$ cat src/include/vga_regs_params.svh
`ifndef VGA_REGS_PARAMS_SVH
`define VGA_REGS_PARAMS_SVH

// register word offsets, taken from address bits 5:2
`define VGA_REG_CONTROL     4'h0
`define VGA_REG_STATUS      4'h1
`define VGA_REG_INT_FLAGS   4'h2
`define VGA_REG_INT_SELECT  4'h3
`define VGA_REG_BUF_ADDR    4'h4
`define VGA_REG_BPR         4'h5
`define VGA_REG_STEP        4'h6
`define VGA_REG_VDISP       4'hC

// configuration values after reset
`define VGA_BPR_DEFAULT     1920
`define VGA_STEP_DEFAULT    1920
// number of rows minus one
`define VGA_VDISP_DEFAULT   479

// one hold phase is 2**VGA_HOLD_BITS cycles
`define VGA_HOLD_BITS       4

// interrupt flag bit positions
`define VGA_INT_FRAME_START 0
`define VGA_INT_FRAME_DONE  1
`define VGA_INT_UNDERRUN    2
`define VGA_INT_PX_RST      3
`define VGA_INT_AXI_ERROR   4

`endif

$ cat src/logic/vga_regs_pkg.sv
`default_nettype none

`include "vga_regs_params.svh"

package vga_regs_pkg;

    typedef logic [31:0] csr_word_t;
    typedef logic [3:0]  csr_idx_t;
    typedef logic [31:0] bus_addr_t;
    typedef logic [11:0] row_bytes_t;
    typedef logic [11:0] row_idx_t;
    // one bit per interrupt source
    typedef logic [`VGA_INT_AXI_ERROR:0] int_vec_t;

    typedef enum logic [2:0] {
        st_rst,
        st_halt,
        st_init,
        st_start,
        st_wait,
        st_ur_halt,
        st_ur_rst,
        st_ur_init
    } frame_state_t;

    // one decoded APB setup-phase access
    typedef struct packed {
        logic       rd;
        logic       wr;
        csr_idx_t   idx;
        csr_word_t  wdata;
        logic [3:0] strb;
    } csr_access_t;

    typedef struct packed {
        bus_addr_t  buf_addr;
        row_bytes_t bytes_per_row;
        bus_addr_t  row_step;
        row_idx_t   vdisp;
    } frame_cfg_t;

    // field order matches the int_vec_t bit positions
    typedef struct packed {
        logic axi_error;
        logic px_rst;
        logic underrun;
        logic frame_done;
        logic frame_start;
    } px_events_t;

    typedef struct packed {
        bus_addr_t  addr;
        row_bytes_t bytes;
    } read_cmd_t;

endpackage

`default_nettype wire

$ cat src/logic/vga_csr_file.sv
`default_nettype none

`include "vga_regs_params.svh"

module vga_csr_file (
    input  wire logic                    clk,
    input  wire logic                    rst_in,
    input  wire vga_regs_pkg::bus_addr_t apb_addr,
    input  wire logic                    apb_sel,
    input  wire logic                    apb_enable,
    input  wire logic                    apb_write,
    input  wire vga_regs_pkg::csr_word_t apb_wdata,
    input  wire logic [3:0]              apb_strb,
    input  wire vga_regs_pkg::int_vec_t  int_flags,
    input  wire vga_regs_pkg::int_vec_t  int_select,
    input  wire logic                    px_rst,
    input  wire logic                    axi_busy,
    output logic                         apb_ready,
    output vga_regs_pkg::csr_word_t      apb_rdata,
    output vga_regs_pkg::csr_access_t    csr_acc,
    output logic                         ctrl_enable,
    output vga_regs_pkg::frame_cfg_t     frame_cfg
);

    vga_regs_pkg::csr_word_t wmask;

    function automatic vga_regs_pkg::csr_word_t merge(
        input vga_regs_pkg::csr_word_t cur,
        input vga_regs_pkg::csr_word_t mask,
        input vga_regs_pkg::csr_word_t data
    );
        return (cur & ~mask) | (data & mask);
    endfunction

    // accesses are taken in the setup cycle only
    assign csr_acc = '{
        rd:    apb_sel && !apb_enable && !apb_write,
        wr:    apb_sel && !apb_enable && apb_write,
        idx:   apb_addr[5:2],
        wdata: apb_wdata,
        strb:  apb_strb
    };

    // per-bit write enable from the byte strobes
    assign wmask = {32{csr_acc.wr}} & {{8{csr_acc.strb[3]}}, {8{csr_acc.strb[2]}},
                                       {8{csr_acc.strb[1]}}, {8{csr_acc.strb[0]}}};

    always_ff @(posedge clk) begin
        if (rst_in) begin
            ctrl_enable <= 1'b0;
        end else if (ctrl_enable && px_rst) begin
            // pixel side went into reset, drop out of the running state
            ctrl_enable <= 1'b0;
        end else if (csr_acc.idx == `VGA_REG_CONTROL && wmask[0]) begin
            ctrl_enable <= csr_acc.wdata[0];
        end
    end

    always_ff @(posedge clk) begin
        if (rst_in) begin
            frame_cfg.buf_addr      <= '0;
            frame_cfg.bytes_per_row <= vga_regs_pkg::row_bytes_t'(`VGA_BPR_DEFAULT);
            frame_cfg.row_step      <= vga_regs_pkg::bus_addr_t'(`VGA_STEP_DEFAULT);
            frame_cfg.vdisp         <= vga_regs_pkg::row_idx_t'(`VGA_VDISP_DEFAULT);
        end else begin
            // buffer address may change between frames
            if (csr_acc.idx == `VGA_REG_BUF_ADDR) begin
                frame_cfg.buf_addr <= merge(frame_cfg.buf_addr, wmask, csr_acc.wdata);
            end
            // geometry only changes while stopped
            if (!ctrl_enable) begin
                case (csr_acc.idx)
                    `VGA_REG_BPR: begin
                        frame_cfg.bytes_per_row <= vga_regs_pkg::row_bytes_t'(merge(
                            vga_regs_pkg::csr_word_t'(frame_cfg.bytes_per_row),
                            wmask, csr_acc.wdata));
                    end
                    `VGA_REG_STEP: begin
                        frame_cfg.row_step <= merge(frame_cfg.row_step, wmask, csr_acc.wdata);
                    end
                    `VGA_REG_VDISP: begin
                        frame_cfg.vdisp <= vga_regs_pkg::row_idx_t'(merge(
                            vga_regs_pkg::csr_word_t'(frame_cfg.vdisp),
                            wmask, csr_acc.wdata));
                    end
                    default: ;
                endcase
            end
        end
    end

    always_ff @(posedge clk) begin
        if (rst_in) begin
            apb_ready <= 1'b0;
        end else begin
            apb_ready <= apb_sel && !apb_enable;
        end
    end

    // read data lands together with ready
    always_ff @(posedge clk) begin
        apb_rdata <= '0;
        if (csr_acc.rd) begin
            case (csr_acc.idx)
                `VGA_REG_CONTROL:    apb_rdata <= {31'd0, ctrl_enable};
                `VGA_REG_STATUS:     apb_rdata <= {14'd0, axi_busy, px_rst, 16'd0};
                `VGA_REG_INT_FLAGS:  apb_rdata <= vga_regs_pkg::csr_word_t'(int_flags);
                `VGA_REG_INT_SELECT: apb_rdata <= vga_regs_pkg::csr_word_t'(int_select);
                `VGA_REG_BUF_ADDR:   apb_rdata <= frame_cfg.buf_addr;
                `VGA_REG_BPR:
                    apb_rdata <= vga_regs_pkg::csr_word_t'(frame_cfg.bytes_per_row);
                `VGA_REG_STEP:       apb_rdata <= frame_cfg.row_step;
                `VGA_REG_VDISP:      apb_rdata <= vga_regs_pkg::csr_word_t'(frame_cfg.vdisp);
                default:             apb_rdata <= '0;
            endcase
        end
    end

    // each transfer gets exactly one ready cycle
    assert property (@(posedge clk) disable iff (rst_in) apb_ready |=> !apb_ready);

endmodule

`default_nettype wire

$ cat src/logic/vga_irq_ctrl.sv
`default_nettype none

`include "vga_regs_params.svh"

module vga_irq_ctrl (
    input  wire logic                      clk,
    input  wire logic                      rst_in,
    input  wire vga_regs_pkg::csr_access_t csr_acc,
    input  wire vga_regs_pkg::px_events_t  events,
    output vga_regs_pkg::int_vec_t         int_flags,
    output vga_regs_pkg::int_vec_t         int_select,
    output logic                           int_out
);

    vga_regs_pkg::int_vec_t set_vec;
    vga_regs_pkg::int_vec_t clr_vec;
    logic                   low_byte_wr;

    // all flag bits live in byte 0
    assign low_byte_wr = csr_acc.wr && csr_acc.strb[0];

    always_comb begin
        set_vec = '0;
        set_vec[`VGA_INT_FRAME_START] = events.frame_start;
        set_vec[`VGA_INT_FRAME_DONE]  = events.frame_done;
        set_vec[`VGA_INT_UNDERRUN]    = events.underrun;
        set_vec[`VGA_INT_PX_RST]      = events.px_rst;
        set_vec[`VGA_INT_AXI_ERROR]   = events.axi_error;
    end

    assign clr_vec = (low_byte_wr && csr_acc.idx == `VGA_REG_INT_FLAGS) ?
                     csr_acc.wdata[`VGA_INT_AXI_ERROR:0] : '0;

    always_ff @(posedge clk) begin
        if (rst_in) begin
            int_flags  <= '0;
            int_select <= '0;
            int_out    <= 1'b0;
        end else begin
            // a new event beats a clear in the same cycle
            int_flags <= (int_flags & ~clr_vec) | set_vec;
            if (low_byte_wr && csr_acc.idx == `VGA_REG_INT_SELECT) begin
                int_select <= csr_acc.wdata[`VGA_INT_AXI_ERROR:0];
            end
            int_out <= |(int_flags & int_select);
        end
    end

endmodule

`default_nettype wire

$ cat src/logic/vga_frame_fsm.sv
`default_nettype none

`include "vga_regs_params.svh"

module vga_frame_fsm (
    input  wire logic                     clk,
    input  wire logic                     rst_in,
    input  wire logic                     ctrl_enable,
    input  wire vga_regs_pkg::px_events_t events,
    input  wire logic                     axi_busy,
    output logic                          start_frame,
    output logic                          axi_halt,
    output logic                          rst_bus,
    output logic                          rst_drv
);

    vga_regs_pkg::frame_state_t state;
    vga_regs_pkg::frame_state_t next_state;
    logic [`VGA_HOLD_BITS-1:0]  hold_cnt;
    logic                       hold_clr;
    logic                       hold_done;

    assign hold_done   = &hold_cnt;
    assign start_frame = (state == vga_regs_pkg::st_start);

    always_comb begin
        next_state = state;
        hold_clr   = 1'b1;
        case (state)
            // wait out a phase and for the reader to go idle
            vga_regs_pkg::st_halt, vga_regs_pkg::st_ur_halt: begin
                hold_clr = 1'b0;
                if (hold_done && !axi_busy) begin
                    next_state = (state == vga_regs_pkg::st_halt) ?
                                 vga_regs_pkg::st_rst : vga_regs_pkg::st_ur_rst;
                    hold_clr   = 1'b1;
                end
            end
            vga_regs_pkg::st_rst: begin
                if (ctrl_enable) begin
                    hold_clr = 1'b0;
                    if (hold_done) begin
                        next_state = vga_regs_pkg::st_init;
                        hold_clr   = 1'b1;
                    end
                end
            end
            // plain timed phases
            vga_regs_pkg::st_init, vga_regs_pkg::st_ur_rst, vga_regs_pkg::st_ur_init: begin
                hold_clr = 1'b0;
                if (hold_done) begin
                    hold_clr = 1'b1;
                    if (state == vga_regs_pkg::st_init) begin
                        next_state = vga_regs_pkg::st_start;
                    end else if (state == vga_regs_pkg::st_ur_rst) begin
                        next_state = vga_regs_pkg::st_ur_init;
                    end else begin
                        // resume on the next frame boundary
                        next_state = vga_regs_pkg::st_wait;
                    end
                end
            end
            vga_regs_pkg::st_start: next_state = vga_regs_pkg::st_wait;
            vga_regs_pkg::st_wait: begin
                if (events.frame_done) begin
                    next_state = vga_regs_pkg::st_start;
                end
            end
            default: next_state = vga_regs_pkg::st_rst;
        endcase

        if (ctrl_enable && (events.underrun || events.axi_error) &&
            state != vga_regs_pkg::st_ur_halt && state != vga_regs_pkg::st_ur_rst) begin
            next_state = vga_regs_pkg::st_ur_halt;
            hold_clr   = 1'b1;
        end

        // disable overrides everything
        if (!ctrl_enable && state != vga_regs_pkg::st_halt && state != vga_regs_pkg::st_rst) begin
            next_state = vga_regs_pkg::st_halt;
            hold_clr   = 1'b1;
        end
    end

    always_ff @(posedge clk) begin
        if (rst_in || hold_clr) begin
            hold_cnt <= '0;
        end else begin
            hold_cnt <= hold_cnt + 1'b1;
        end
    end

    always_ff @(posedge clk) begin
        if (rst_in) begin
            state    <= vga_regs_pkg::st_rst;
            axi_halt <= 1'b1;
            rst_bus  <= 1'b1;
            rst_drv  <= 1'b1;
        end else begin
            state    <= next_state;
            // output driver goes down as soon as we disable
            rst_drv  <= next_state inside {vga_regs_pkg::st_rst, vga_regs_pkg::st_halt};
            // bus side only once the reader has stopped
            rst_bus  <= next_state inside {vga_regs_pkg::st_rst, vga_regs_pkg::st_ur_rst};
            axi_halt <= next_state inside {vga_regs_pkg::st_rst, vga_regs_pkg::st_halt,
                                           vga_regs_pkg::st_ur_rst, vga_regs_pkg::st_ur_halt};
        end
    end

    // the reader is halted a cycle ahead of its reset and all through it
    assert property (@(posedge clk) disable iff (rst_in)
        rst_bus |-> axi_halt && $past(axi_halt));

endmodule

`default_nettype wire

$ cat src/logic/vga_row_cmd_gen.sv
`default_nettype none

`include "vga_regs_params.svh"

module vga_row_cmd_gen (
    input  wire logic                     clk,
    input  wire logic                     rst_bus,
    input  wire logic                     start_frame,
    input  wire vga_regs_pkg::frame_cfg_t frame_cfg,
    input  wire logic                     axi_cmd_ready,
    output vga_regs_pkg::read_cmd_t       axi_cmd,
    output logic                          axi_cmd_valid
);

    vga_regs_pkg::row_idx_t  row;
    vga_regs_pkg::bus_addr_t cmd_addr;
    logic                    row_last;
    logic                    advance;

    assign row_last = (row == '0);
    // next row goes out once the previous command has been taken
    assign advance  = !axi_cmd_valid && !row_last;

    always_ff @(posedge clk) begin
        if (rst_bus) begin
            axi_cmd_valid <= 1'b0;
            row           <= '0;
        end else if (start_frame) begin
            axi_cmd_valid <= 1'b1;
            row           <= frame_cfg.vdisp;
        end else if (advance) begin
            axi_cmd_valid <= 1'b1;
            row           <= row - 1'b1;
        end else if (axi_cmd_valid && axi_cmd_ready) begin
            axi_cmd_valid <= 1'b0;
        end
    end

    always_ff @(posedge clk) begin
        if (start_frame) begin
            cmd_addr <= frame_cfg.buf_addr;
        end else if (advance) begin
            cmd_addr <= cmd_addr + frame_cfg.row_step;
        end
    end

    assign axi_cmd = '{addr: cmd_addr, bytes: frame_cfg.bytes_per_row};

    // command held under back-pressure
    assert property (@(posedge clk) disable iff (rst_bus)
        axi_cmd_valid && !axi_cmd_ready |=> axi_cmd_valid && $stable(axi_cmd));

    // FSM restarts only after the last row of the previous frame went out
    assert property (@(posedge clk) disable iff (rst_bus)
        start_frame |-> !axi_cmd_valid && row_last);

endmodule

`default_nettype wire

$ cat src/logic/vga_regs_top.sv
`default_nettype none

`include "vga_regs_params.svh"

module vga_regs_top (
    input  wire logic                    clk,
    input  wire logic                    rst_in,
    input  wire vga_regs_pkg::bus_addr_t apb_addr,
    input  wire logic                    apb_sel,
    input  wire logic                    apb_enable,
    input  wire logic                    apb_write,
    input  wire vga_regs_pkg::csr_word_t apb_wdata,
    input  wire logic [3:0]              apb_strb,
    input  wire logic                    px_frame_start,
    input  wire logic                    px_frame_done,
    input  wire logic                    px_underrun,
    input  wire logic                    px_rst,
    input  wire logic                    axi_busy,
    input  wire logic                    axi_error,
    input  wire logic                    axi_cmd_ready,
    output logic                         apb_ready,
    output vga_regs_pkg::csr_word_t      apb_rdata,
    output logic                         int_out,
    output logic                         axi_halt,
    output logic                         rst_bus,
    output logic                         rst_drv,
    output vga_regs_pkg::read_cmd_t      axi_cmd,
    output logic                         axi_cmd_valid
);

    vga_regs_pkg::csr_access_t csr_acc;
    vga_regs_pkg::int_vec_t    int_flags;
    vga_regs_pkg::int_vec_t    int_select;
    vga_regs_pkg::frame_cfg_t  frame_cfg;
    vga_regs_pkg::px_events_t  events;
    logic                      ctrl_enable;
    logic                      start_frame;

    // status inputs already arrive in the clk domain
    assign events = '{
        axi_error:   axi_error,
        px_rst:      px_rst,
        underrun:    px_underrun,
        frame_done:  px_frame_done,
        frame_start: px_frame_start
    };

    vga_csr_file u_csr_file (
        .clk         (clk),
        .rst_in      (rst_in),
        .apb_addr    (apb_addr),
        .apb_sel     (apb_sel),
        .apb_enable  (apb_enable),
        .apb_write   (apb_write),
        .apb_wdata   (apb_wdata),
        .apb_strb    (apb_strb),
        .int_flags   (int_flags),
        .int_select  (int_select),
        .px_rst      (px_rst),
        .axi_busy    (axi_busy),
        .apb_ready   (apb_ready),
        .apb_rdata   (apb_rdata),
        .csr_acc     (csr_acc),
        .ctrl_enable (ctrl_enable),
        .frame_cfg   (frame_cfg)
    );

    vga_irq_ctrl u_irq_ctrl (
        .clk        (clk),
        .rst_in     (rst_in),
        .csr_acc    (csr_acc),
        .events     (events),
        .int_flags  (int_flags),
        .int_select (int_select),
        .int_out    (int_out)
    );

    vga_frame_fsm u_frame_fsm (
        .clk         (clk),
        .rst_in      (rst_in),
        .ctrl_enable (ctrl_enable),
        .events      (events),
        .axi_busy    (axi_busy),
        .start_frame (start_frame),
        .axi_halt    (axi_halt),
        .rst_bus     (rst_bus),
        .rst_drv     (rst_drv)
    );

    vga_row_cmd_gen u_row_cmd_gen (
        .clk           (clk),
        .rst_bus       (rst_bus),
        .start_frame   (start_frame),
        .frame_cfg     (frame_cfg),
        .axi_cmd_ready (axi_cmd_ready),
        .axi_cmd       (axi_cmd),
        .axi_cmd_valid (axi_cmd_valid)
    );

endmodule

`default_nettype wire

$ cat config.mk
export PLATFORM = sky130hd
export DESIGN_NAME = vga_regs_top
export DESIGN_NICKNAME = d
export VERILOG_FILES = /design/src/logic/vga_regs_pkg.sv /design/src/logic/vga_csr_file.sv /design/src/logic/vga_irq_ctrl.sv /design/src/logic/vga_frame_fsm.sv /design/src/logic/vga_row_cmd_gen.sv /design/src/logic/vga_regs_top.sv
export VERILOG_INCLUDE_DIRS = /design/src /design/src/include
export SDC_FILE = /design/constraint.sdc
export NUM_CORES = 1
export LEC_CHECK = 0
export BUFFER_PORTS_ARGS = -buffer_cell sky130_fd_sc_hd__buf_2
export CELL_PAD_IN_SITES_DETAIL_PLACEMENT = 1
export CELL_PAD_IN_SITES_GLOBAL_PLACEMENT = 2
export CORE_MARGIN = 8
export CORE_UTILIZATION = 32
export DETAILED_ROUTE_END_ITERATION = 16
export GPL_TIMING_DRIVEN = 0
export PLACE_DENSITY_LB_ADDON = 0.25
export SLEW_MARGIN = 5
export SYNTH_ARGS = -nofsm -noshare
export SYNTH_HDL_FRONTEND = slang
export SYNTH_HIERARCHICAL = 1
export SYNTH_SLANG_ARGS = --single-unit
$ cat constraint.sdc
create_clock -name clk -period 2.75 [get_ports clk]
set_input_delay 0.55 -clock clk [delete_from_list [all_inputs] [get_ports clk]]
set_output_delay 0.55 -clock clk [all_outputs]
set_load 0.01 [all_outputs]
==> reports/metrics.csv <==
stage,metric,value,unit
setup_path,startpoint,u_row_cmd_gen/cmd_addr[17]$_DFFE_PP_,
synthesis,synth_area,10610,sq um
power,p_int,0.004396,W
finish,multiInputGateArea,6143,sq um
sta,rsz0062_at_grt,true,
route,postRouteAntennaNets,0,
floorplan,die_width,198.1,microns
sta,slew_headroom,44.94,%
setup_path,path_max_fanout,7,
power,p_per_area,453.0,nW/um^2
cts,cts_tree,done,
finish,num_antenna_cells,0,
floorplan,ioPinCount,162,
finish,syn_to_final_growth,21.96,%
placed_design,globalplace.congestion,0.8618,
setup_path,crit_path_start_kind,register,
synthesis,ys_warn_count,6,
power,p_comb_share,6.6,%
status,outcome,finished with violations,
power,power.switching,0.001467,W
route,drcViolationCount,0,
synthesis,synth_area_per_cell,8.742,sq um
setup_path,cp.arrival,3.04,ns
sta,finalCritPeriodShare,103.7,%
synthesis,synth_cells,1214,
route,drtIter0Drc,599,
finish,drive_above_1_share,23.65,%
power,pwr-share-seq,47.8,%
setup_path,reg2reg_to,u_row_cmd_gen/cmd_addr[31]$_DFFE_PP_,
power,p_leak,4.759,nW
finish,n_fill_cell,3883,
power,swShare,25.03,%
global_routing,grt_pass1_vias,10660,
setup_path,path_class,register to register,
cts,cts_root_buffer,clkbuf_16,
setup_path,r2r-start,u_row_cmd_gen/cmd_addr[17]$_DFFE_PP_,
sta,setup_ws,-0.1009,ns
setup_path,cpMaxStageDelayCell,edfxtp_1,
global_routing,grt_pass1_wl,65170,microns
setup_path,crit_required,2.94,ns
min_path,hp-class,input pin to register,
placed_design,hpwlAfterDp,33110,microns
cts,cts_sinks,188,
sta,period_needed,2.851,ns
sta,setup_viol,4,
global_routing,antenna_found_initial,1,
cts,numCtsBuffers,17,
power,peakVddDrop,395.2,uV
floorplan,num_rows,66,
cts,cts-hold-fix-buffers,0,
global_routing,grtUsageTotal,21.72,%
setup_path,crit_path_end_kind,register,
flow_run,max_cap_viol_count,0,
setup_path,cp_cell_sequence,"ha_4, o21ai_0, o21bai_1, nor2_1, a311oi_4, a31oi_2, xnor2_1, mux2_2",
setup_path,crit_end,u_row_cmd_gen/cmd_addr[31]$_DFFE_PP_,
global_routing,grt_max_degree,34,
sta,hold_viol_final,0,
power,power.share.clock,45.6,%
finish,fin_cells,1833,
finish,nNetsFinal,1492,
route,routed_wl,42980,microns
finish,stdcell_area,12940,sq um
setup_path,rr_worst_depth,8,
cts,cts_buffer_depth,2,
floorplan,start_util,32.54,%
cts,insertion_delay,0.45,ns
placed_design,io_buffers,131,
sta,fmax,0.3508,GHz
cts,cts-htree-levels,4,
sta,slew_violations,0,
cts,clk_pin_slew,0.08,ns
route,drtPass1Iterations,7,
sta,tightestPinTransition,0.8260,ns
floorplan,core_area,32620,sq um
route,wl_per_cell,23.45,microns
floorplan,die_area,39250,sq um
setup_path,regToRegSetupSlack,-0.10,ns
setup_path,slowest_delay,0.48,ns
route,via_count,10360,
global_routing,grt_remaining_overflow,0,
route,vias_per_cell,5.650,
sta,skew,0.01462,ns
synthesis,synth_fp_nets,1328,
placed_design,dpl_cell_area,11820,sq um
floorplan,die_h,198.1,microns
finish,register_area,4090,sq um
placed_design,dp_cells,1787,
status,failed_checks,negative setup slack,
==> routing by layer <==
layer  wire length [microns]  GRT usage, %  vias to the layer above  part of all wire, %
met2                   19760         34.81                      309                   46
li1                        -             -                     4850                    -
met5                      13             0                        -                0.030
met4                    1391         8.822                        2                  3.2
met1                   19640         28.70                     5128                   46
met3                    2172         3.633                       67                  5.1
==> through the flow <==
step	utilization [%]	setup WS [ns]	setup TNS [ns]	hold slack [ns]	power, W
2_1_floorplan	-	0.003771	0	0.4179	0.003065
3_3_place_gp	36.24	-0.5553	-12.01	0.4344	0.003246
3_5_place_dp	36.24	-0.6045	-12.41	0.4556	0.003246
4_1_cts	39.23	-0.03251	-0.05730	0.3498	0.005924
5_1_grt	39.68	-0.1861	-0.7760	0.3649	0.006055
6_report	39.68	-0.1009	-0.3621	0.3707	0.005864
==> final cells by class <==
class	count	area share, %
Clock inverter	10	0.9666
Sequential cell	188	31.60
Multi-Input combinational cell	870	47.46
Inverter	29	0.8410
Timing Repair Buffer	150	6.167
Buffer	122	4.862
Clock buffer	22	3.828
Tap cell	442	4.273
==> critical path: cells and delay by family (launching register included) <==
family,cells,cell delay [ns]
AO/OA/AOI/OAI,4,1.20
XOR/XNOR,1,0.16
adder cells (fa/ha/maj),1,0.36
flip-flops,1,0.48
multiplexers,1,0.26
AND/OR/NAND/NOR,1,0.12
==> power groups by stage <==
stage	combinational, W	sequential, W	clock (W)
final	0.000385	0.00280	0.00267
after CTS	0.000380	0.00280	0.00274
after global placement	0.000377	0.00287	0
after detailed placement	0.000377	0.00287	0
after floorplan	0.000200	0.00287	0
after global routing	0.000410	0.00281	0.00284
==> how the worst min path moves through the flow <==
stage	start	end	cells past startpoint
floorplan	u_frame_fsm/hold_cnt[0]$_SDFF_PP0_	u_frame_fsm/hold_cnt[0]$_SDFF_PP0_	1
global placement	u_frame_fsm/hold_cnt[0]$_SDFF_PP0_	u_frame_fsm/hold_cnt[0]$_SDFF_PP0_	1
detailed placement	u_frame_fsm/hold_cnt[0]$_SDFF_PP0_	u_frame_fsm/hold_cnt[0]$_SDFF_PP0_	1
CTS	px_frame_start	u_irq_ctrl/int_flags[0]$_SDFF_PP0_	3
global route	apb_wdata[27]	register	3
finish	apb_wdata[27]	register	3
==> cells in the final DEF, fill, tap and decap left out, types with 12 or more instances in the layout <==
master     count
buf_2        165
dfxtp_1      151
a21oi_1      117
nor2_1        75
o21ai_0       64
nand2_1       61
clkbuf_1      58
o31ai_1       48
nand3_1       43
buf_4         41
nand4_1       36
nand3b_1      32
edfxtp_1      32
inv_1         29
a21o_1        28
xor2_1        24
nand2b_1      20
a31oi_1       20
a22oi_1       20
nand4b_1      19
ha_1          19
clkbuf_16     18
mux2i_1       18
nor4_1        16
o21ai_1       16
ha_4          13
xnor2_1       12
==> what timing repair did <==
action	4_1_cts	5_1_grt
gates resized for setup	46	29
endpoints found under the setup margin	55	11
buffers inserted	14	6
pin swaps	23	21
(Power assumes the default switching activity.)
